===== config.mk =====
export PLATFORM = sky130hd
export DESIGN_NAME = committer
export DESIGN_NICKNAME = d
export VERILOG_FILES = /design/src/design/isa_pkg.sv /design/src/design/pipe_pkg.sv /design/src/design/committer.sv
export VERILOG_INCLUDE_DIRS = /design/src /design/src/design
export SDC_FILE = /design/constraint.sdc
export NUM_CORES = 1
export LEC_CHECK = 0
export BUFFER_PORTS_ARGS = -buffer_cell sky130_fd_sc_hd__buf_2
export CORE_MARGIN = 5
export CORE_UTILIZATION = 25
export DETAILED_ROUTE_END_ITERATION = 10
export PLACE_DENSITY = 0.9
export SLEW_MARGIN = 20
export SYNTH_ARGS = -nofsm -noshare
export SYNTH_HDL_FRONTEND = slang
export SYNTH_SLANG_ARGS = --single-unit
export TNS_END_PERCENT = 30

===== constraint.sdc =====
create_clock -name vclk -period 1.3
set_input_delay 0.195 -clock vclk [all_inputs]
set_output_delay 0.195 -clock vclk [all_outputs]
set_load 0.02 [all_outputs]

===== src/design/kudu_cfg.svh =====
//////////////////////////////////////////////////////////////////////
// Execute cluster configuration
// Register file geometry shared by packages and RTL
//////////////////////////////////////////////////////////////////////

`ifndef KUDU_CFG_SVH
`define KUDU_CFG_SVH

// Integer data width
`define KUDU_REG_W 32

// Architectural register count, x0 included
`define KUDU_NREGS 32

// Register address width
`define KUDU_RADDR_W 5

`endif


===== src/design/isa_pkg.sv =====
//////////////////////////////////////////////////////////////////////
// RV32I integer instruction formats and ALU operation codes
//////////////////////////////////////////////////////////////////////

`default_nettype none

`include "kudu_cfg.svh"

package isa_pkg;

  localparam logic [6:0] OPC_OP     = 7'b0110011;
  localparam logic [6:0] OPC_OP_IMM = 7'b0010011;

  // Register-register layout
  typedef struct packed {
    logic [6:0]               funct7;
    logic [`KUDU_RADDR_W-1:0] rs2;
    logic [`KUDU_RADDR_W-1:0] rs1;
    logic [2:0]               funct3;
    logic [`KUDU_RADDR_W-1:0] rd;
    logic [6:0]               opcode;
  } r_fmt_t;

  // Register-immediate layout
  typedef struct packed {
    logic [11:0]              imm12;
    logic [`KUDU_RADDR_W-1:0] rs1;
    logic [2:0]               funct3;
    logic [`KUDU_RADDR_W-1:0] rd;
    logic [6:0]               opcode;
  } i_fmt_t;

  // Opcode picks which view is meaningful
  typedef union packed {
    r_fmt_t r;
    i_fmt_t i;
  } instr_word_u;

  typedef enum logic [3:0] {
    ALU_NONE = 4'd0,
    ALU_ADD  = 4'd1,
    ALU_SUB  = 4'd2,
    ALU_AND  = 4'd3,
    ALU_OR   = 4'd4,
    ALU_XOR  = 4'd5,
    ALU_SLL  = 4'd6,
    ALU_SRL  = 4'd7,
    ALU_SRA  = 4'd8,
    ALU_SLT  = 4'd9,
    ALU_SLTU = 4'd10
  } alu_op_e;

endpackage

`default_nettype wire


===== src/design/pipe_pkg.sv =====
//////////////////////////////////////////////////////////////////////
// Types between the ALU pipelines, committer and register file
//////////////////////////////////////////////////////////////////////

`default_nettype none

`include "kudu_cfg.svh"

package pipe_pkg;

  typedef struct packed {
    logic                  valid;
    isa_pkg::instr_word_u  instr;
  } issue_slot_t;

  typedef struct packed {
    logic [`KUDU_RADDR_W-1:0] rs1;
    logic [`KUDU_RADDR_W-1:0] rs2;
  } rf_raddr_t;

  typedef struct packed {
    logic [`KUDU_REG_W-1:0] rs1_data;
    logic [`KUDU_REG_W-1:0] rs2_data;
  } rf_rdata_t;

  // Registered result of one pipeline
  typedef struct packed {
    logic                     valid;
    logic                     we;
    logic [`KUDU_RADDR_W-1:0] rd;
    logic [`KUDU_REG_W-1:0]   result;
  } pl_out_t;

  typedef struct packed {
    logic                     we;
    logic                     valid;
    logic [`KUDU_RADDR_W-1:0] addr;
    logic [`KUDU_REG_W-1:0]   data;
  } rf_wr_t;

  // Index 0 is the older slot
  typedef rf_wr_t [1:0] cmt_wr_t;

endpackage

`default_nettype wire


===== src/design/committer.sv =====
//////////////////////////////////////////////////////////////////////
// Result committer for the two ALU pipelines
// Orders the writes, resolves same-rd pairs and applies hold
//////////////////////////////////////////////////////////////////////

`timescale 1ns/10ps
`default_nettype none

module committer (
  input  logic              hold_i,
  input  pipe_pkg::pl_out_t pl0_i,
  input  pipe_pkg::pl_out_t pl1_i,
  output logic              pl_rdy_o,
  output pipe_pkg::cmt_wr_t cmt_wr_o
);

  logic cmt0;
  logic cmt1;
  logic waw_drop;

  // Results leave the pipelines only when not held
  assign pl_rdy_o = ~hold_i;

  assign cmt0 = pl0_i.valid && pl_rdy_o;
  assign cmt1 = pl1_i.valid && pl_rdy_o;

  // Younger slot overwrites the same rd
  assign waw_drop = pl1_i.valid && pl1_i.we && (pl1_i.rd == pl0_i.rd);

  always_comb begin
    cmt_wr_o[0].valid = cmt0;
    cmt_wr_o[0].we    = cmt0 && pl0_i.we && !waw_drop;
    cmt_wr_o[0].addr  = pl0_i.rd;
    cmt_wr_o[0].data  = pl0_i.result;

    cmt_wr_o[1].valid = cmt1;
    cmt_wr_o[1].we    = cmt1 && pl1_i.we;
    cmt_wr_o[1].addr  = pl1_i.rd;
    cmt_wr_o[1].data  = pl1_i.result;
  end

endmodule

`default_nettype wire


After elaboration in Yosys (flattened, before gate mapping). Index checks and enable logic that the tools add are counted.

Equal/unequal tests: 1. Bitwise operators: 1. Reduce and logical (&&, ||, !) cells: 8.

Operators by type and width (number): $logic_and 1x1->1 (7); $eq 5x5->1 (1); $logic_not 1->1 (1); $not 1->1 (1).

Logic and storage cells: 10. Output and inout bits: 79. Register bits after elaboration: 0.

Longest topological paths before layout. Gate-level depths: netlist (run 1).

Word-level depth: 4. Depth in mapped cells: 3. Mapped depth without buffers: 3.

Least setup slack after synthesis (run 1). No wires, ideal clock.

Kind: input-to-output. From: in pl0_i[34] (netlist name). To: out cmt_wr_o[38] (netlist name). Stages: 3. Data arrival time: 0.872 ns. Path slack: 0.233 ns. Path through: xor2_1 > nor4_1 > a41oi_1.

RTL lines: start: declaration (RTL line committer.sv:11) `input pipe_pkg::pl_out_t pl0_i,`; end: declaration (RTL line committer.sv:14) `output pipe_pkg::cmt_wr_t cmt_wr_o`.

==> results of run 1 <==
[power groups by stage]
stage | Clock (mW) | Combinational [mW] | Sequential (mW)
after global routing | 0 | 0.125 | 0
after floorplan | 0 | 0.364 | 0
final | 0 | 0.113 | 0
after CTS | 0 | 0.116 | 0
after detailed placement | 0 | 0.107 | 0
after global placement | 0 | 0.105 | 0
[placed cells by master (no fill, tap or decap)]
cell type,Yosys,layout
sky130_fd_sc_hd__nor2b_1,2,2
sky130_fd_sc_hd__inv_1,1,1
sky130_fd_sc_hd__xor2_1,4,4
sky130_fd_sc_hd__a41oi_2,0,1
sky130_fd_sc_hd__nand2_1,1,1
sky130_fd_sc_hd__buf_2,0,26
sky130_fd_sc_hd__and2_1,1,1
sky130_fd_sc_hd__buf_6,0,3
sky130_fd_sc_hd__buf_4,76,2
sky130_fd_sc_hd__xnor2_1,1,1
sky130_fd_sc_hd__nor4_1,1,1
[per-stage QoR]
step / util / instances
3_5_place_dp: 0.1121 / 73
5_1_grt: 0.1236 / 73
6_report: 0.1236 / 73
2_1_floorplan: - / 88
3_3_place_gp: 0.1121 / 73
4_1_cts: 0.1236 / 73
[critical path, stage by stage]
cell and delay [ns]:
sky130_fd_sc_hd__buf_6 0.09, sky130_fd_sc_hd__xor2_1 0.15, sky130_fd_sc_hd__nor4_1 0.27, sky130_fd_sc_hd__buf_4 0.16
sky130_fd_sc_hd__a41oi_2 0.07, sky130_fd_sc_hd__buf_4 0.17
[what timing repair did]
item	CTS	global route
pin swaps	3	0
setup endpoints to repair	1	1
gates resized for setup	5	0
[layer usage]
metal | up-vias | part of all wire | wire, um | global-route usage
met2 | 40 | 0.39 | 459 | 0.05589
met3 | 28 | 0.22 | 258 | 0.04822
met5 | - | 0 | 0 | 0
met4 | 0 | 0.15 | 182 | 0.09288
li1 | 103 | - | - | -
met1 | 102 | 0.24 | 289 | 0.04969
[cell usage after synthesis, drive strengths merged]
library cell | n | area [um^2]
buf | 76 | 570.6
xor2 | 4 | 35.03
nor2b | 2 | 12.51
a41oi | 1 | 8.760
and2 | 1 | 6.260
inv | 1 | 3.750
nand2 | 1 | 3.750
nor4 | 1 | 6.260
xnor2 | 1 | 8.760
[logic make-up after synthesis]
group / count (synthesis)
compound gates: 1
buf+inv: 77
xor+xnor: 5
simple gates: 5
[cell type report]
type / instances / share of cell area
Inverter: 1 / 0.01215
Multi-Input combinational cell: 11 / 0.2874
Tap cell: 30 / 0.1215
Timing Repair Buffer: 31 / 0.5789
[path summary, 6_finish.rpt]
check	startpoint	endpoint	slack, ns	cells past startpoint
min	pl0_i[13]	cmt_wr_o[13]	0.39	0
max	pl1_i[32]	cmt_wr_o[38]	-0.001	6
==> impl_metrics.toml, run 1 <==
[run_status]
run_status = "complete, but fails checks"
failed_checks = "negative setup slack"

[power_and_ir_drop]
netSwitchingPower_uw = 62.33
comb_power_share = 1.000
pwr_density_cell_nw_per_um2 = 366.3
share_seq_of_total_power = 0
switching_share = 0.5507
power.clock.fraction = 0
p_int_uw = 50.86
power.ir.vdd_worst_mv = 0.1194
power.static_leakage_nw = 0.1699
design_power_total_uw = 113.2

[sta]
layout_worst_path_cycle_share = 1.001
rsz0062_at_grt = "yes"
fin_tns_setup_ns = -0.001107
setup-violations-final = 1
max_slew.worst_pin.slew_ns = 0.2260
post-route-min-period_ns = 1.301
final-hold-violation-count = 0
maxSlewHeadroom = 0.8480
fmaxAchievable_mhz = 768.6
worst_hold_slack_ns = 0.3900
drv_slew = 0
setup_ws_ns = -0.001107

[synth]
syn-cell-area_um2 = 655.6
post_synth_xor_area_fraction = 0.06679
share_of_synthesized_area_occupied_by_flip_flops_and_latches = 0
main_combinational_cell_family_by_area_after_synthesis = "buffers and inverters"
synth_simple_gate_area_share = 0.04389
compound_cell_area_share_of_the_yosys_netlist = 0.01336
syn-instance-count = 88
yosys.area_share.adder = 0
yosys_warnings = 0
synth.avg_cell_area_um2 = 7.450
synth_nets = 167
synthDistinctLibCells = 9
synthMuxAreaShare = 0

[layout]
numSequentialCells = 0
multi_input_comb_area_um2 = 88.84
fillerInstances = 294
insertedDiodeCount = 0
n_clock_buffer = 0
fin_nets = 124
layout.area.seq_um2 = 0
drive_gt1_frac = 0.7442
layout-area-overhead-vs-synth_pct = -52.86
design_area_um2 = 309.0

[flow_run]
drv_cap = 0

[die]
core_area_um2 = 2500
die_h_um = 61.21
floorplan.rows = 18
fp.dieArea_um2 = 3747
initial_utilization = 0.2623
dieWidth_um = 61.21
i_o_pin_count = 158

[setup_path]
end_kind = "primary output"
timing.critical_path.fanout_max = 2
worst_setup_path_start_kind = "primary input"
worst-endpoint-required_ns = 1.11
setup.worst_path.class = "primary input to primary output"
worst-endpoint-arrival_ns = 1.11

[route]
drt_iter0_markers = 1
viasPerCell = 3.740
dr.pass1.iters = 2
drt.antenna.violating_nets = 0
detail_route.drc_violations = 0
post_drt_wl_per_cell_um = 16.30
vias = 273
total_routed_wirelength_um = 1190

[grt]
grt_pass1_wl_um = 1566
grt_max_degree = 4
first_global_vias = 288
grt_antenna_before_repair = 0
grt-ovfl-total = 0
grt_util_overall = 0.05563

[min_path]
worst_hold_path_type = "primary input to primary output"

[placement]
gpl_wtd_cong = 0.5679
dpl_worst_slack_ns = -0.05138
dpl_hpwl_um = 1010
port_buffers = 30
placed_standard_cell_area_um2 = 280.3

[clock_tree]
cts_setup_buffers = 0
hold_fix_buffer_count_after_cts = 0
(Power assumes the default switching activity.)
==> run 2, diff against run 1 <==
Clock period 1.3 ns to 1.65 ns, I/O delays scaled along.
==> run 2 against run 1 <==
Effect of this change:
- the run now ends clean
- first-iteration DRC count fell by 100%
- wire length fell by 2.6%
- global-route usage fell by 0.30 points
- setup slack improved by 0.21 ns
- combinational power fell by 27%
- non-clock buffer count did not move
- clock-buffer cell count did not move
- sequential cell count did not move
- die area did not move
- total power fell by 27%
- critical path depth did not move
- via count fell by 0.37%
- highest routed layer unchanged
==> impl_metrics.toml, run 2 (same netlist as run 1, synthesis figures left out) <==
[grt]
first_global_vias = 271
grt_antenna_before_repair = 0
grt-ovfl-total = 0
grt_util_overall = 0.05263
grt_max_degree = 4
grt_pass1_wl_um = 1476

[layout]
fin_nets = 124
insertedDiodeCount = 0
layout-area-overhead-vs-synth_pct = -57.25
numSequentialCells = 0
layout_common_cells = "30 x sky130_fd_sc_hd__buf_2, 4 x sky130_fd_sc_hd__xor2_1, 2 x sky130_fd_sc_hd__nor2b_1"
n_clock_buffer = 0
multi_input_comb_area_um2 = 81.33
layout.area.seq_um2 = 0
stdcell_count = 73
drive_gt1_frac = 0.7209
commonest_non_fill_non_tap_cell_in_the_layout = "sky130_fd_sc_hd__buf_2"
design_area_um2 = 280.3
fillerInstances = 294

[placement]
port_buffers = 30
dpl_hpwl_um = 1010
placed_standard_cell_area_um2 = 280.3
placed_cells = 73
gpl_wtd_cong = 0.5679

[die]
dieWidth_um = 61.21
floorplan.rows = 18
fp.dieArea_um2 = 3747
die_h_um = 61.21
i_o_pin_count = 158
initial_utilization = 0.2623
core_area_um2 = 2500

[sta]
fin_tns_setup_ns = 0
post-route-min-period_ns = 1.440
drv_slew = 0
max_slew.worst_pin.slew_ns = 0.2180
final-hold-violation-count = 0
maxSlewHeadroom = 0.8533
fmaxAchievable_mhz = 694.6
layout_worst_path_cycle_share = 0.8725
rsz0062_at_grt = "no"
setup-violations-final = 0

[route]
drt_iter0_markers = 0
dr.pass1.iters = 1
top_signal_layer_used = "met4"
total_routed_wirelength_um = 1159
detail_route.drc_violations = 0
drt-met1-wl_um = 286
route.met3.wl_um = 260
wl_met2_um = 429
post_drt_wl_per_cell_um = 15.88
vias = 272
viasPerCell = 3.726
drt.antenna.violating_nets = 0

[run_status]
run_status = "completed"

[power_and_ir_drop]
power.static_leakage_nw = 0.1629
power.ir.vdd_worst_mv = 0.09266
pwr_density_cell_nw_per_um2 = 293.5

[clock_tree]
hold_fix_buffer_count_after_cts = 0
cts_resized = 0
cts_setup_buffers = 0

[setup_path]
worst_setup_path_start_kind = "primary input"
setup.worst_path.class = "primary input to primary output"
timing.critical_path.fanout_max = 2
worst-endpoint-arrival_ns = 1.19
worst-endpoint-required_ns = 1.40
end_kind = "primary output"

[flow_run]
drv_cap = 0

[min_path]
worst_hold_path_type = "primary input to primary output"
==> run 2: final cells by class <==
class,instances,share of cell area
inverters,1,0.01339
multi-input cells,11,0.2902
well taps,30,0.1339
repair buffers,31,0.5625
==> run 2: stage by stage <==
step / power [mW] / setup WS, ns / hold slack [ns] / util
3_3_place_gp: 0.08259 / 0.1917 / 0.4951 / 0.1121
3_5_place_dp: 0.08391 / 0.1936 / 0.4951 / 0.1121
5_1_grt: 0.09137 / 0.1170 / 0.4950 / 0.1121
6_report: 0.08225 / 0.2103 / 0.4950 / 0.1121
2_1_floorplan: 0.2867 / 0.4784 / 0.5716 / -
4_1_cts: 0.08425 / 0.1906 / 0.4951 / 0.1121
==> run 2: metal layers <==
metal | vias to the layer above | global-route usage
li1 | 102 | -
met1 | 100 | 0.04845
met2 | 40 | 0.04683
met3 | 30 | 0.04822
met4 | 0 | 0.09288
met5 | - | 0
==> run 2: critical path, stage by stage <==
cell                      delay [ns]
sky130_fd_sc_hd__buf_2          0.11
sky130_fd_sc_hd__xor2_1         0.15
sky130_fd_sc_hd__nor4_1         0.26
sky130_fd_sc_hd__buf_4          0.15
sky130_fd_sc_hd__a41oi_1        0.10
sky130_fd_sc_hd__buf_2          0.17
==> run 2: where the power goes <==
group / switching, mW / leakage (nW) / internal (mW)
combinational: 0.0474 / 0.163 / 0.0348
clock: 0 / 0 / 0
sequential: 0 / 0 / 0
total: 0.0474 / 0.163 / 0.0348
==> run 2: worst paths after layout <==
kind | start | endpoint | slack, ns | cells after the start
min | pl0_i[13] | cmt_wr_o[13] | 0.50 | 0
max | pl0_i[34] | cmt_wr_o[38] | 0.21 | 6
