--- config.mk ---
export PLATFORM = sky130hd
export DESIGN_NAME = alu_pipeline
export DESIGN_NICKNAME = d
export VERILOG_FILES = /design/src/design/isa_pkg.sv /design/src/design/pipe_pkg.sv /design/src/design/alu_pipeline.sv
export VERILOG_INCLUDE_DIRS = /design/src /design/src/design
export SDC_FILE = /design/constraint.sdc
export NUM_CORES = 1
export LEC_CHECK = 0
export BUFFER_PORTS_ARGS = -buffer_cell sky130_fd_sc_hd__buf_4
export CAP_MARGIN = 10
export CORE_UTILIZATION = 35
export CTS_CLUSTER_DIAMETER = 30
export DETAILED_ROUTE_END_ITERATION = 8
export GPL_ROUTABILITY_DRIVEN = 0
export SYNTH_ARGS = -nofsm -noshare
export SYNTH_HDL_FRONTEND = slang
export SYNTH_SLANG_ARGS = --single-unit
--- constraint.sdc ---
create_clock -name clk_i -period 6.2 [get_ports clk_i]
set_input_delay 0 -clock clk_i [delete_from_list [all_inputs] [get_ports clk_i]]
set_output_delay 0 -clock clk_i [all_outputs]
set_load 0.02 [all_outputs]
--- src/design/kudu_cfg.svh ---
//////////////////////////////////////////////////////////////////////
// Execute cluster configuration
// Register file geometry shared by packages and RTL
//////////////////////////////////////////////////////////////////////

`ifndef KUDU_CFG_SVH
`define KUDU_CFG_SVH

// Integer data width
`define KUDU_REG_W 32

// Architectural register count, x0 included
`define KUDU_NREGS 32

// Register address width
`define KUDU_RADDR_W 5

`endif

--- src/design/isa_pkg.sv ---
//////////////////////////////////////////////////////////////////////
// RV32I integer instruction formats and ALU operation codes
//////////////////////////////////////////////////////////////////////

`default_nettype none

`include "kudu_cfg.svh"

package isa_pkg;

  localparam logic [6:0] OPC_OP     = 7'b0110011;
  localparam logic [6:0] OPC_OP_IMM = 7'b0010011;

  // Register-register layout
  typedef struct packed {
    logic [6:0]               funct7;
    logic [`KUDU_RADDR_W-1:0] rs2;
    logic [`KUDU_RADDR_W-1:0] rs1;
    logic [2:0]               funct3;
    logic [`KUDU_RADDR_W-1:0] rd;
    logic [6:0]               opcode;
  } r_fmt_t;

  // Register-immediate layout
  typedef struct packed {
    logic [11:0]              imm12;
    logic [`KUDU_RADDR_W-1:0] rs1;
    logic [2:0]               funct3;
    logic [`KUDU_RADDR_W-1:0] rd;
    logic [6:0]               opcode;
  } i_fmt_t;

  // Opcode picks which view is meaningful
  typedef union packed {
    r_fmt_t r;
    i_fmt_t i;
  } instr_word_u;

  typedef enum logic [3:0] {
    ALU_NONE = 4'd0,
    ALU_ADD  = 4'd1,
    ALU_SUB  = 4'd2,
    ALU_AND  = 4'd3,
    ALU_OR   = 4'd4,
    ALU_XOR  = 4'd5,
    ALU_SLL  = 4'd6,
    ALU_SRL  = 4'd7,
    ALU_SRA  = 4'd8,
    ALU_SLT  = 4'd9,
    ALU_SLTU = 4'd10
  } alu_op_e;

endpackage

`default_nettype wire

--- src/design/pipe_pkg.sv ---
//////////////////////////////////////////////////////////////////////
// Types between the ALU pipelines, committer and register file
//////////////////////////////////////////////////////////////////////

`default_nettype none

`include "kudu_cfg.svh"

package pipe_pkg;

  typedef struct packed {
    logic                  valid;
    isa_pkg::instr_word_u  instr;
  } issue_slot_t;

  typedef struct packed {
    logic [`KUDU_RADDR_W-1:0] rs1;
    logic [`KUDU_RADDR_W-1:0] rs2;
  } rf_raddr_t;

  typedef struct packed {
    logic [`KUDU_REG_W-1:0] rs1_data;
    logic [`KUDU_REG_W-1:0] rs2_data;
  } rf_rdata_t;

  // Registered result of one pipeline
  typedef struct packed {
    logic                     valid;
    logic                     we;
    logic [`KUDU_RADDR_W-1:0] rd;
    logic [`KUDU_REG_W-1:0]   result;
  } pl_out_t;

  typedef struct packed {
    logic                     we;
    logic                     valid;
    logic [`KUDU_RADDR_W-1:0] addr;
    logic [`KUDU_REG_W-1:0]   data;
  } rf_wr_t;

  // Index 0 is the older slot
  typedef rf_wr_t [1:0] cmt_wr_t;

endpackage

`default_nettype wire

--- src/design/alu_pipeline.sv ---
//////////////////////////////////////////////////////////////////////
// Single issue slot ALU pipeline
// Decode, operand forwarding, ALU and one output register stage
//////////////////////////////////////////////////////////////////////

`timescale 1ns/10ps
`default_nettype none

`include "kudu_cfg.svh"

module alu_pipeline (
  input  logic                  clk_i,
  input  logic                  reset_i,
  input  logic                  flush_i,
  input  pipe_pkg::issue_slot_t slot_i,
  input  logic                  ds_rdy_i,
  output pipe_pkg::rf_raddr_t   raddr_o,
  input  pipe_pkg::rf_rdata_t   rdata_i,
  input  pipe_pkg::cmt_wr_t     fwd_i,
  output pipe_pkg::pl_out_t     pl_out_o
);

  localparam int SHAMT_W = $clog2(`KUDU_REG_W);

  isa_pkg::instr_word_u     instr;
  isa_pkg::alu_op_e         alu_op;
  logic                     is_op;
  logic                     is_op_imm;
  logic [2:0]               funct3;
  logic                     alt;
  logic [`KUDU_REG_W-1:0]   imm_sext;
  logic [`KUDU_REG_W-1:0]   op_a;
  logic [`KUDU_REG_W-1:0]   src2;
  logic [`KUDU_REG_W-1:0]   op_b;
  logic [SHAMT_W-1:0]       shamt;
  logic [`KUDU_REG_W-1:0]   result;

  logic                     valid_q;
  logic                     we_q;
  logic [`KUDU_RADDR_W-1:0] rd_q;
  logic [`KUDU_REG_W-1:0]   result_q;

  // Later committed write takes precedence
  function automatic logic [`KUDU_REG_W-1:0] fwd_sel(
    input logic [`KUDU_RADDR_W-1:0] addr,
    input logic [`KUDU_REG_W-1:0]   rf_val,
    input pipe_pkg::cmt_wr_t        fwd
  );
    logic [`KUDU_REG_W-1:0] val;
    val = rf_val;
    if (addr != '0) begin
      if (fwd[1].we && (fwd[1].addr == addr)) begin
        val = fwd[1].data;
      end else if (fwd[0].we && (fwd[0].addr == addr)) begin
        val = fwd[0].data;
      end
    end
    return val;
  endfunction

  assign instr     = slot_i.instr;
  assign is_op     = (instr.r.opcode == isa_pkg::OPC_OP);
  assign is_op_imm = (instr.i.opcode == isa_pkg::OPC_OP_IMM);
  assign funct3    = instr.i.funct3;

  // funct7[5] and imm[10] share the SUB and SRA select bit
  assign alt       = instr.r.funct7[5];
  assign imm_sext  = {{(`KUDU_REG_W-12){instr.i.imm12[11]}}, instr.i.imm12};

  always_comb begin
    alu_op = isa_pkg::ALU_NONE;
    if (is_op || is_op_imm) begin
      case (funct3)
        3'b000:  alu_op = (is_op && alt) ? isa_pkg::ALU_SUB : isa_pkg::ALU_ADD;
        3'b001:  alu_op = isa_pkg::ALU_SLL;
        3'b010:  alu_op = isa_pkg::ALU_SLT;
        3'b011:  alu_op = isa_pkg::ALU_SLTU;
        3'b100:  alu_op = isa_pkg::ALU_XOR;
        3'b101:  alu_op = alt ? isa_pkg::ALU_SRA : isa_pkg::ALU_SRL;
        3'b110:  alu_op = isa_pkg::ALU_OR;
        default: alu_op = isa_pkg::ALU_AND;
      endcase
    end
  end

  assign raddr_o.rs1 = instr.r.rs1;
  assign raddr_o.rs2 = instr.r.rs2;

  assign op_a  = fwd_sel(instr.r.rs1, rdata_i.rs1_data, fwd_i);
  assign src2  = fwd_sel(instr.r.rs2, rdata_i.rs2_data, fwd_i);
  assign op_b  = is_op_imm ? imm_sext : src2;
  assign shamt = op_b[SHAMT_W-1:0];

  always_comb begin
    case (alu_op)
      isa_pkg::ALU_ADD:  result = op_a + op_b;
      isa_pkg::ALU_SUB:  result = op_a - op_b;
      isa_pkg::ALU_AND:  result = op_a & op_b;
      isa_pkg::ALU_OR:   result = op_a | op_b;
      isa_pkg::ALU_XOR:  result = op_a ^ op_b;
      isa_pkg::ALU_SLL:  result = op_a << shamt;
      isa_pkg::ALU_SRL:  result = op_a >> shamt;
      isa_pkg::ALU_SRA:  result = $signed(op_a) >>> shamt;
      isa_pkg::ALU_SLT:  result = {{(`KUDU_REG_W-1){1'b0}}, $signed(op_a) < $signed(op_b)};
      isa_pkg::ALU_SLTU: result = {{(`KUDU_REG_W-1){1'b0}}, op_a < op_b};
      default:           result = '0;
    endcase
  end

  always_ff @(posedge clk_i) begin
    if (reset_i || flush_i) begin
      valid_q <= 1'b0;
      we_q    <= 1'b0;
    end else if (ds_rdy_i) begin
      valid_q <= slot_i.valid;
      we_q    <= slot_i.valid && (alu_op != isa_pkg::ALU_NONE) && (instr.r.rd != '0);
    end
  end

  always_ff @(posedge clk_i) begin
    if (ds_rdy_i && slot_i.valid) begin
      rd_q     <= instr.r.rd;
      result_q <= result;
    end
  end

  assign pl_out_o.valid  = valid_q;
  assign pl_out_o.we     = we_q;
  assign pl_out_o.rd     = rd_q;
  assign pl_out_o.result = result_q;

endmodule

`default_nettype wire

## Yosys cells after proc, flatten, opt, wreduce, memory -nomap -nowiden

Cells that the tools add are included.

- Equal/unequal tests: 22
- Order comparisons: 2
- Divide/modulo/power cells: 0
- Shift-type cells: 3
- Multiplexer cells: 12
- Reductions and logical operators: 15
- Add/subtract/negate cells: 2
- Multiply operators: 0
- Bitwise operators: 3

Operators with widths:

| operator | count |
|---|---|
| $pmux 32 s10 | 1 |
| $mux 32 | 7 |
| $lt 32x32->1 | 2 |
| $add 32x32->32 | 1 |
| $and 32x32->32 | 1 |
| $or 32x32->32 | 1 |
| $shl 32x5->32 | 1 |
| $shr 32x5->32 | 1 |
| $sshr 32x5->32 | 1 |
| $sub 32x32->32 | 1 |
| $xor 32x32->32 | 1 |
| $pmux 4 s7 | 1 |
| $eq 5x5->1 | 4 |
| $eq 4x3->1 const B | 4 |
| $reduce_bool 5->1 | 3 |
| $eq 4x4->1 const B | 3 |
| $eq 3x3->1 const B | 3 |
| $eq 4x2->1 const B | 2 |
| $logic_and 1x1->1 | 8 |
| $mux 4 | 2 |
| $eq 7x5->1 const B | 1 |
| $eq 7x6->1 const B | 1 |
| $eq 3x2->1 const B | 2 |
| $eq 4x1->1 const B | 1 |
| other kinds (5) | 6 |

- Output and inout bits: 49
- Logic and storage cells: 63
- Input bits: 179
- Memories: 0
- Memory bits (read-only): 0
- Memory bits (writable): 0
- Flip-flop bits (word level): 39
- Latch bits: 0

## Depth between registers and ports, before layout

Gate-level depths: netlist of run 1.

- Depth in word-level cells: 8
- Gate-level depth with buffers: 23
- Depth with buffers taken out: 21

## Worst setup path before layout of run 1

No wires, ideal clock.

- Path kind: input port to flip-flop
- From: in fwd_i[71] (netlist name)
- To: reg result_q[31], data pin
- Arrival: 4.796 ns
- Required time: 5.924 ns
- Library setup time: 0.276 ns
- Slack: 1.128 ns
- Buffers on the path: 3
- Stages on the path: 22
- Path through: xnor2_1 > nand4_1 > nor2_1 > buf_1 > buf_1 > mux2i_1 > nor2_1 > a21oi_1 > o21ai_0 > ha_1 > clkbuf_1 > and3_1 > nor2b_1 > a211o_1 > a31o_2 > or2_2 > o21a_1 > a311oi_1 > nor4b_1 > or3b_2 > o21ai_0 > o221ai_1

- Cells in the longest elaborated chain, start to end: 7
- Elaborated cells between the ends (all ways): 18
- Classes of those cells: add/sub: 2; eq/ne: 2; shift: 3; mux: 6; bitwise: 3; reduce/logical: 2

Ends and longest elaborated chain:

| item | line | text |
|---|---|---|
| start, declared | alu_pipeline.sv:19 | `input pipe_pkg::cmt_wr_t fwd_i,` |
| $eq 5x5->1 | alu_pipeline.sv:52 | `if (fwd[1].we && (fwd[1].addr == addr)) begin` |
| $logic_and 1x1->1 | alu_pipeline.sv:52 |  |
| $mux 32 | alu_pipeline.sv:52 |  |
| $mux 32 | alu_pipeline.sv:51 | `if (addr != '0) begin` |
| $mux 32 | alu_pipeline.sv:91 | `assign op_b = is_op_imm ? imm_sext : src2;` |
| $sub 32x32->32, or another cell as far along | alu_pipeline.sv:97 | `isa_pkg::ALU_SUB: result = op_a - op_b;` |
| $pmux 32 s10 * | alu_pipeline.sv:95 | `case (alu_op)` |
| named net result[31] | alu_pipeline.sv:36 | `` logic [`KUDU_REG_W-1:0] result; `` |
| end signal, assigned | alu_pipeline.sv:123 | `result_q <= result;` |
| end, declared | alu_pipeline.sv:41 | `` logic [`KUDU_REG_W-1:0] result_q; `` |

Mark *: on every way through the listed nets, which the timed path passes. The rest lies on a longest branch.
A chain may end at the register's enable or synchronous reset.

## Final worst setup path of run 1

- From: in slot_i[16] (netlist name)
- To: reg result_q[31], data pin

- Cells in the longest elaborated chain, start to end: 7
- Elaborated cells between the ends (all ways): 17
- Classes of those cells: add/sub: 2; eq/ne: 2; shift: 3; mux: 4; bitwise: 3; reduce/logical: 3

Ends and longest elaborated chain:

| item | line | text |
|---|---|---|
| start, declared | alu_pipeline.sv:15 | `input pipe_pkg::issue_slot_t slot_i,` |
| $eq 5x5->1 | alu_pipeline.sv:54 | `end else if (fwd[0].we && (fwd[0].addr == addr)) begin` |
| $logic_and 1x1->1 | alu_pipeline.sv:54 |  |
| $mux 32 | alu_pipeline.sv:54 |  |
| $mux 32 | alu_pipeline.sv:52 |  |
| $mux 32 * | alu_pipeline.sv:51 |  |
| $sub 32x32->32, or another cell as far along | alu_pipeline.sv:97 |  |
| $pmux 32 s10 * | alu_pipeline.sv:95 |  |
| named net result[31] | alu_pipeline.sv:36 |  |

Marked as above.

==> flow_metrics.tcl, run 1 <==
set metrics [dict create \
    drc 0 \
    drtIter0Drc 2253 \
    path_clk_slew_ns 0.05 \
    synth_area_leaders "mux2i_1 12%, ha_1 11%, edfxtp_1 9.4%" \
    die_w_um 186 \
    synth_fp_nets 1968 \
    finalNetCount 2131 \
    r2r-start "we_q" \
    fillers 3474 \
    initial_core_util_pct 35.5 \
    startpoint "slot_i[16]" \
    via_per_inst 6.36 \
    synth_edf_count 37 \
    finalSetupViolCount 0 \
    cp-end-kind "flip-flop" \
    clk_latency_ns 0.28 \
    first_global_vias 13870 \
    p_leak_nw 6.19 \
    die-area_um2 34700 \
    ir_drop_v 0.0000899 \
    overflow 0 \
    synth_cells 1687 \
    cts_tree "done" \
    hpwlAfterDp_um 43600 \
    ys_types 87 \
    status "finished, final reports clean" \
    rows 67 \
    worst_setup_path_start_kind "input pin" \
    cts.sinks 39 \
    hold_class "input pin to flip-flop" \
    cp.arrival_ns 5.36 \
    area_growth_pct 19.0 \
    drv_cap 0 \
    netlist_area_um2 11900 \
    relSlewSlack_pct 34.6 \
    rsz0062_at_grt "false" \
    drive_above_1_share_pct 19.0 \
    yosys_warnings 0 \
    fin_worst_skew_ns 0 \
    portBuffers 225 \
    die_h_um 186 \
    core_area_um2 33400 \
    grt_pass1_wl_um 81400 \
    post_synth.cell_area_avg_um2 7.04 \
    yosys.area.top_type "mux2i_1" \
    layout.cells.non_filler 2300 \
    io_pins 228 \
    worstMarginPinSlew_ns 0.979 \
    ant_nets 0 \
    fmax_mhz 186 \
    path_max_fanout 11 \
    clock_path_buffers 2 \
    wire_per_inst_um 24.0 \
    power_density_nw_per_um2 134 \
    dr.pass1.iters 8 \
    yosysTopAreaCellShare_pct 12.2 \
    async_flop_share_pct 0 \
    fin_crit_sh_pct 86.8 \
    antenna_found_initial 2 \
    critPathKind "input pin to flip-flop" \
    htree_levels 2 \
    yosysSeqAreaShare_pct 9.69 \
    grt_max_degree 55 \
    finalHoldViolCount 0 \
    cts_root_buf "clkbuf_16" \
    wl_um 55300 \
    vias 14623 \
    ys_ff_latch 39 \
    worstHoldStart "ds_rdy_i" \
    post_cts_resized 0 \
    cts_buffers 5 \
    drv_slew 0 \
    grt_usage_pct 31.1 \
    rrSetupSlack_ns 5.00 \
    synth_ff_type "edfxtp_1" \
    cp.required_ns 6.17 \
    fin_setup_tns_ns 0 \
    dp.cells 2283 \
    period_needed_ns 5.38 \
]
[per-stage QoR]
stage	hold slack (ns)	power [mW]	area [µm²]	worst slack, ns	util, %
global placement	0.179	1.59	13900	0.706	41.6
detailed placement	0.178	1.61	13900	0.679	41.6
global route	0.0980	1.99	14100	0.596	42.2
floorplan	0.0768	1.17	11900	1.13	-
finish	0.0561	1.90	14100	0.817	42.2
CTS	0.0529	1.85	14100	0.957	42.2
[area by class of cell]
type	instances	area, µm²	area share, %
clock inverter	3	15.0	0.106
sequential	39	1150	8.15
tap	448	561	3.97
multi-input combinational	1385	9590	67.9
antenna	1	2.50	0.0177
clock buffer	5	125	0.886
timing repair buffer	291	2200	15.6
inverter	128	483	3.42
[repair_timing]
action,CTS,global route
setup buffers,0,0
hold buffers,8,0
hold endpoints to repair,7,0
[cells by family after synthesis]
family	Yosys count	share of synthesized area [%]
XOR/XNOR	49	3.61
flip-flops	39	9.69
multiplexers	169	14.8
AO/OA/AOI/OAI	547	31.2
adder cells (fa/ha/maj)	102	10.9
buffers and inverters	263	9.86
AND/OR/NAND/NOR	518	19.9
[critical path: stages]
cell,delay [ns]
buf_4,0.13
xor2_1,0.15
nor4_1,0.34
and3_1,0.34
and2_1,0.44
a221o_1,0.45
inv_1,0.14
ha_1,0.44
and3_1,0.28
nor2b_1,0.15
a211o_1,0.29
a31o_2,0.23
or2_2,0.31
o21a_1,0.24
a311oi_1,0.30
buf_4,0.19
nor4b_1,0.04
or3b_2,0.44
o21ai_0,0.18
o221ai_1,0.26
[worst paths after layout]
path | endpoint | depth (start not counted)
setup / recovery | result_q[31] | 20
hold reg to reg | valid_q | 2
setup reg to reg | we_q | 3
hold / removal | valid_q | 4
[synth_stat cells, types with 9 or more instances]
| cell type | number |
|---|---|
| nand4_1 | 12 |
| buf_1 | 11 |
| a22oi_1 | 17 |
| o21ai_0 | 113 |
| or2_2 | 9 |
| a211oi_1 | 14 |
| mux2_2 | 19 |
| a21oi_1 | 131 |
| xnor2_1 | 37 |
| clkbuf_1 | 67 |
| a21o_1 | 16 |
| o221ai_1 | 16 |
| nor2_1 | 171 |
| nand2b_1 | 14 |
| nand3_1 | 29 |
| o211ai_1 | 37 |
| o22ai_1 | 25 |
| inv_1 | 124 |
| nor4_1 | 14 |
| buf_6 | 10 |
| a31oi_1 | 20 |
| a221o_1 | 30 |
| a311oi_1 | 10 |
| xor2_1 | 12 |
| edfxtp_1 | 37 |
| ha_1 | 100 |
| mux2i_1 | 145 |
| a221oi_1 | 22 |
| nand2_1 | 147 |
| a211o_1 | 11 |
| nor3_1 | 67 |
| buf_4 | 13 |
| and2_1 | 12 |
| or3_1 | 12 |
| buf_2 | 33 |
[cell usage in the layout, fill, tap and decap left out, types with 7 or more instances in the layout]
master,Yosys,final
a211o_1,11,11
a211oi_1,14,14
a21o_1,16,16
a21oi_1,131,131
a221o_1,30,30
a221oi_1,22,22
a22oi_1,17,17
a311oi_1,10,10
a31oi_1,20,20
and2_1,12,11
buf_4,13,283
dlygate4sd3_1,0,8
edfxtp_1,37,37
ha_1,100,100
inv_1,124,124
mux2_2,19,19
mux2i_1,145,145
nand2_1,147,147
nand2b_1,14,14
nand3_1,29,29
nand4_1,12,12
nor2_1,171,169
nor3_1,67,67
nor4_1,14,14
o211ai_1,37,37
o21a_1,8,8
o21ai_0,113,113
o21bai_1,7,7
o221ai_1,16,16
o22a_1,7,7
o22ai_1,25,25
o31ai_1,8,8
or2_2,9,9
or3_1,12,12
xnor2_1,37,37
xor2_1,12,12
[state kept, by name, summed over array words and instances (netlist names)]
register	flops
we_q	1
result_q	32
valid_q	1
rd_q	5
[power breakdown]
part	internal, mW	switching (mW)
clock	0.146	0.0888
combinational	0.516	0.833
sequential	0.306	0.00485
total	0.969	0.927
[metal layers]
metal	vias up	track usage (%)	share of wire, %
met1	6770	40.2	39
li1	6534	-	-
met4	6	13.0	4.7
met2	1101	48.5	43
met5	-	0	0.15
met3	212	8.24	14
(Power assumes the default switching activity.)
==> run 2: changes to the inputs <==
==> constraint.sdc (replaced) <==
create_clock -name clk_i -period 5.84 [get_ports clk_i]
set_input_delay 0 -clock clk_i [delete_from_list [all_inputs] [get_ports clk_i]]
set_output_delay 0 -clock clk_i [all_outputs]
set_load 0.05 [all_outputs]
==> run 2 against run 1 <==
Against the previous run:
- die area stayed put
- register-to-register slack worse by 0.35 ns
- clock power is 26% higher
- worst hold slack better by 0.0013 ns
- sequential share of layout area is 0.054 points lower
- wire length is 0.52% higher
- non-clock buffer count is 9 higher
- combinational power is 10% higher
- power is 12% higher
- largest cell class unchanged
==> flow_metrics.tcl, run 2 (synthesized netlist as in run 1, its figures left out) <==
set metrics [dict create \
    area_growth_pct 19.8 \
    wire_per_inst_um 24.1 \
    cts_root_buf "clkbuf_16" \
    cp.arrival_ns 5.33 \
    path_max_fanout 34 \
    drv_cap 0 \
    r2r-start "we_q" \
    drv_slew 0 \
    regMostFlops "result_q" \
    io_pins 228 \
    worstHoldPathCells 4 \
    clk_latency_ns 0.28 \
    largest_reg_flops 32 \
    largestRegisters "result_q: 32 flops, rd_q: 5 flops" \
    drc 0 \
    rrSetupSlack_ns 4.65 \
    grt_usage_pct 31.4 \
    cp.required_ns 5.82 \
    htree_levels 2 \
    hold_end "valid_q" \
    die_w_um 186 \
    finalHoldViolCount 0 \
    postCtsSetupBuffers 0 \
    period_needed_ns 5.35 \
    fin_setup_tns_ns 0 \
    initial_core_util_pct 35.5 \
    grt_pass1_wl_um 82900 \
    layout_common_cells "292 x buf_4, 169 x nor2_1, 147 x nand2_1" \
    grt_max_degree 55 \
    ir_drop_v 0.000173 \
    rsz0062_at_grt "false" \
    clock_path_buffers 2 \
    p_leak_nw 6.24 \
    via_per_inst 6.42 \
    drive_above_1_share_pct 19.3 \
    fin_crit_sh_pct 91.6 \
    power_density_nw_per_um2 149 \
    finalNetCount 2140 \
    vias 14823 \
    drtIter0Drc 2137 \
    rows 67 \
    ant_nets 0 \
    final_common_cell "buf_4" \
    layout.cells.non_filler 2309 \
    cts.sinks 39 \
    worst_setup_path_start_kind "input pin" \
    antenna_found_initial 2 \
    cts_buffers 5 \
    fmax_mhz 187 \
    first_global_vias 14055 \
    die_h_um 186 \
    worst-r2r-cell-count 3 \
    status "finished, final reports clean" \
    worstHoldStart "ds_rdy_i" \
    path_clk_slew_ns 0.06 \
    cts_tree "done" \
    r2r-end "we_q" \
    hpwlAfterDp_um 44100 \
    hold_class "input pin to flip-flop" \
    fin_worst_skew_ns 0 \
    relSlewSlack_pct 24.1 \
    worstMarginPinSlew_ns 1.14 \
    cp-end-kind "flip-flop" \
    finalSetupViolCount 0 \
    dp.cells 2292 \
    overflow 0 \
    dr.pass1.iters 9 \
    core_area_um2 33400 \
    critPathKind "input pin to flip-flop" \
    die-area_um2 34700 \
    portBuffers 225 \
    wl_um 55600 \
]
run 2: cell count changes in the layout (fill, tap and decap cells not counted):
cell,delta
buf_4,+9
bufinv_16,+1
clkbuf_1,+1
clkinv_2,-3
clkinvlp_4,+1
run 2: worst max path at each step:
stage               slack, ns      endpoint  startpoint  depth (start not counted)
floorplan                0.77  result_q[31]   fwd_i[71]                         22
CTS                      0.59  result_q[30]  slot_i[19]                         21
finish                   0.49  result_q[31]  slot_i[19]                         20
global route             0.17  result_q[31]  slot_i[21]                         20
detailed placement       0.32  result_q[30]  slot_i[19]                         21
global placement         0.39  result_q[30]  slot_i[19]                         21
run 2: report_power, final:
group	internal (mW)	switching [mW]
combinational	0.553	0.934
clock	0.201	0.0958
sequential	0.325	0.00479
total	1.08	1.03
run 2: layer usage:
layer	up-vias	wire length, µm	global-route usage [%]
li1	6549	-	-
met3	225	7750	8.31
met4	4	2700	14.0
met5	-	71	0
met2	1132	23500	49.0
met1	6913	21500	40.5
run 2: final cells by class:
| cell class | count | area, µm² |
|---|---|---|
| well taps | 448 | 561 |
| fillers | 3506 | 19200 |
| repair buffers | 300 | 2270 |
| clock buffers | 6 | 129 |
| diodes | 1 | 2.50 |
| clock inverters | 2 | 37.5 |
| multi-input cells | 1385 | 9590 |
| inverters | 128 | 483 |
| flip-flops and latches | 39 | 1150 |
run 2: worst max-delay path, stage by stage:
cell      delay [ns]
buf_4           0.14
xnor2_1         0.16
nand4_1         0.23
or2_1           0.31
buf_4           0.26
a21oi_1         0.47
o22ai_1         0.30
inv_1           0.23
ha_1            0.29
a21o_1          0.19
o211ai_1        0.25
a31oi_1         0.25
a31o_2          0.29
or2_2           0.31
o21a_1          0.25
a311oi_1        0.46
nor4b_1         0.10
or3b_2          0.45
o21ai_0         0.17
o221ai_1        0.24
run 2: timing repair:
action / in CTS / in global routing
hold endpoints to repair: 7 / 0
hold buffers: 8 / 0
resized for setup: 0 / 0
run 2: stage by stage:
| stage | hold slack [ns] | utilization, % | setup WS [ns] | power [mW] | instance area [µm²] |
|---|---|---|---|---|---|
| detailed placement | 0.181 | 41.8 | 0.323 | 1.76 | 14000 |
| finish | 0.0574 | 42.5 | 0.488 | 2.11 | 14200 |
| global placement | 0.178 | 41.8 | 0.388 | 1.75 | 14000 |
| global route | 0.0761 | 42.5 | 0.170 | 2.22 | 14200 |
| CTS | 0.0563 | 42.5 | 0.586 | 2.07 | 14200 |
| floorplan | 0.0768 | - | 0.768 | 1.29 | 11900 |
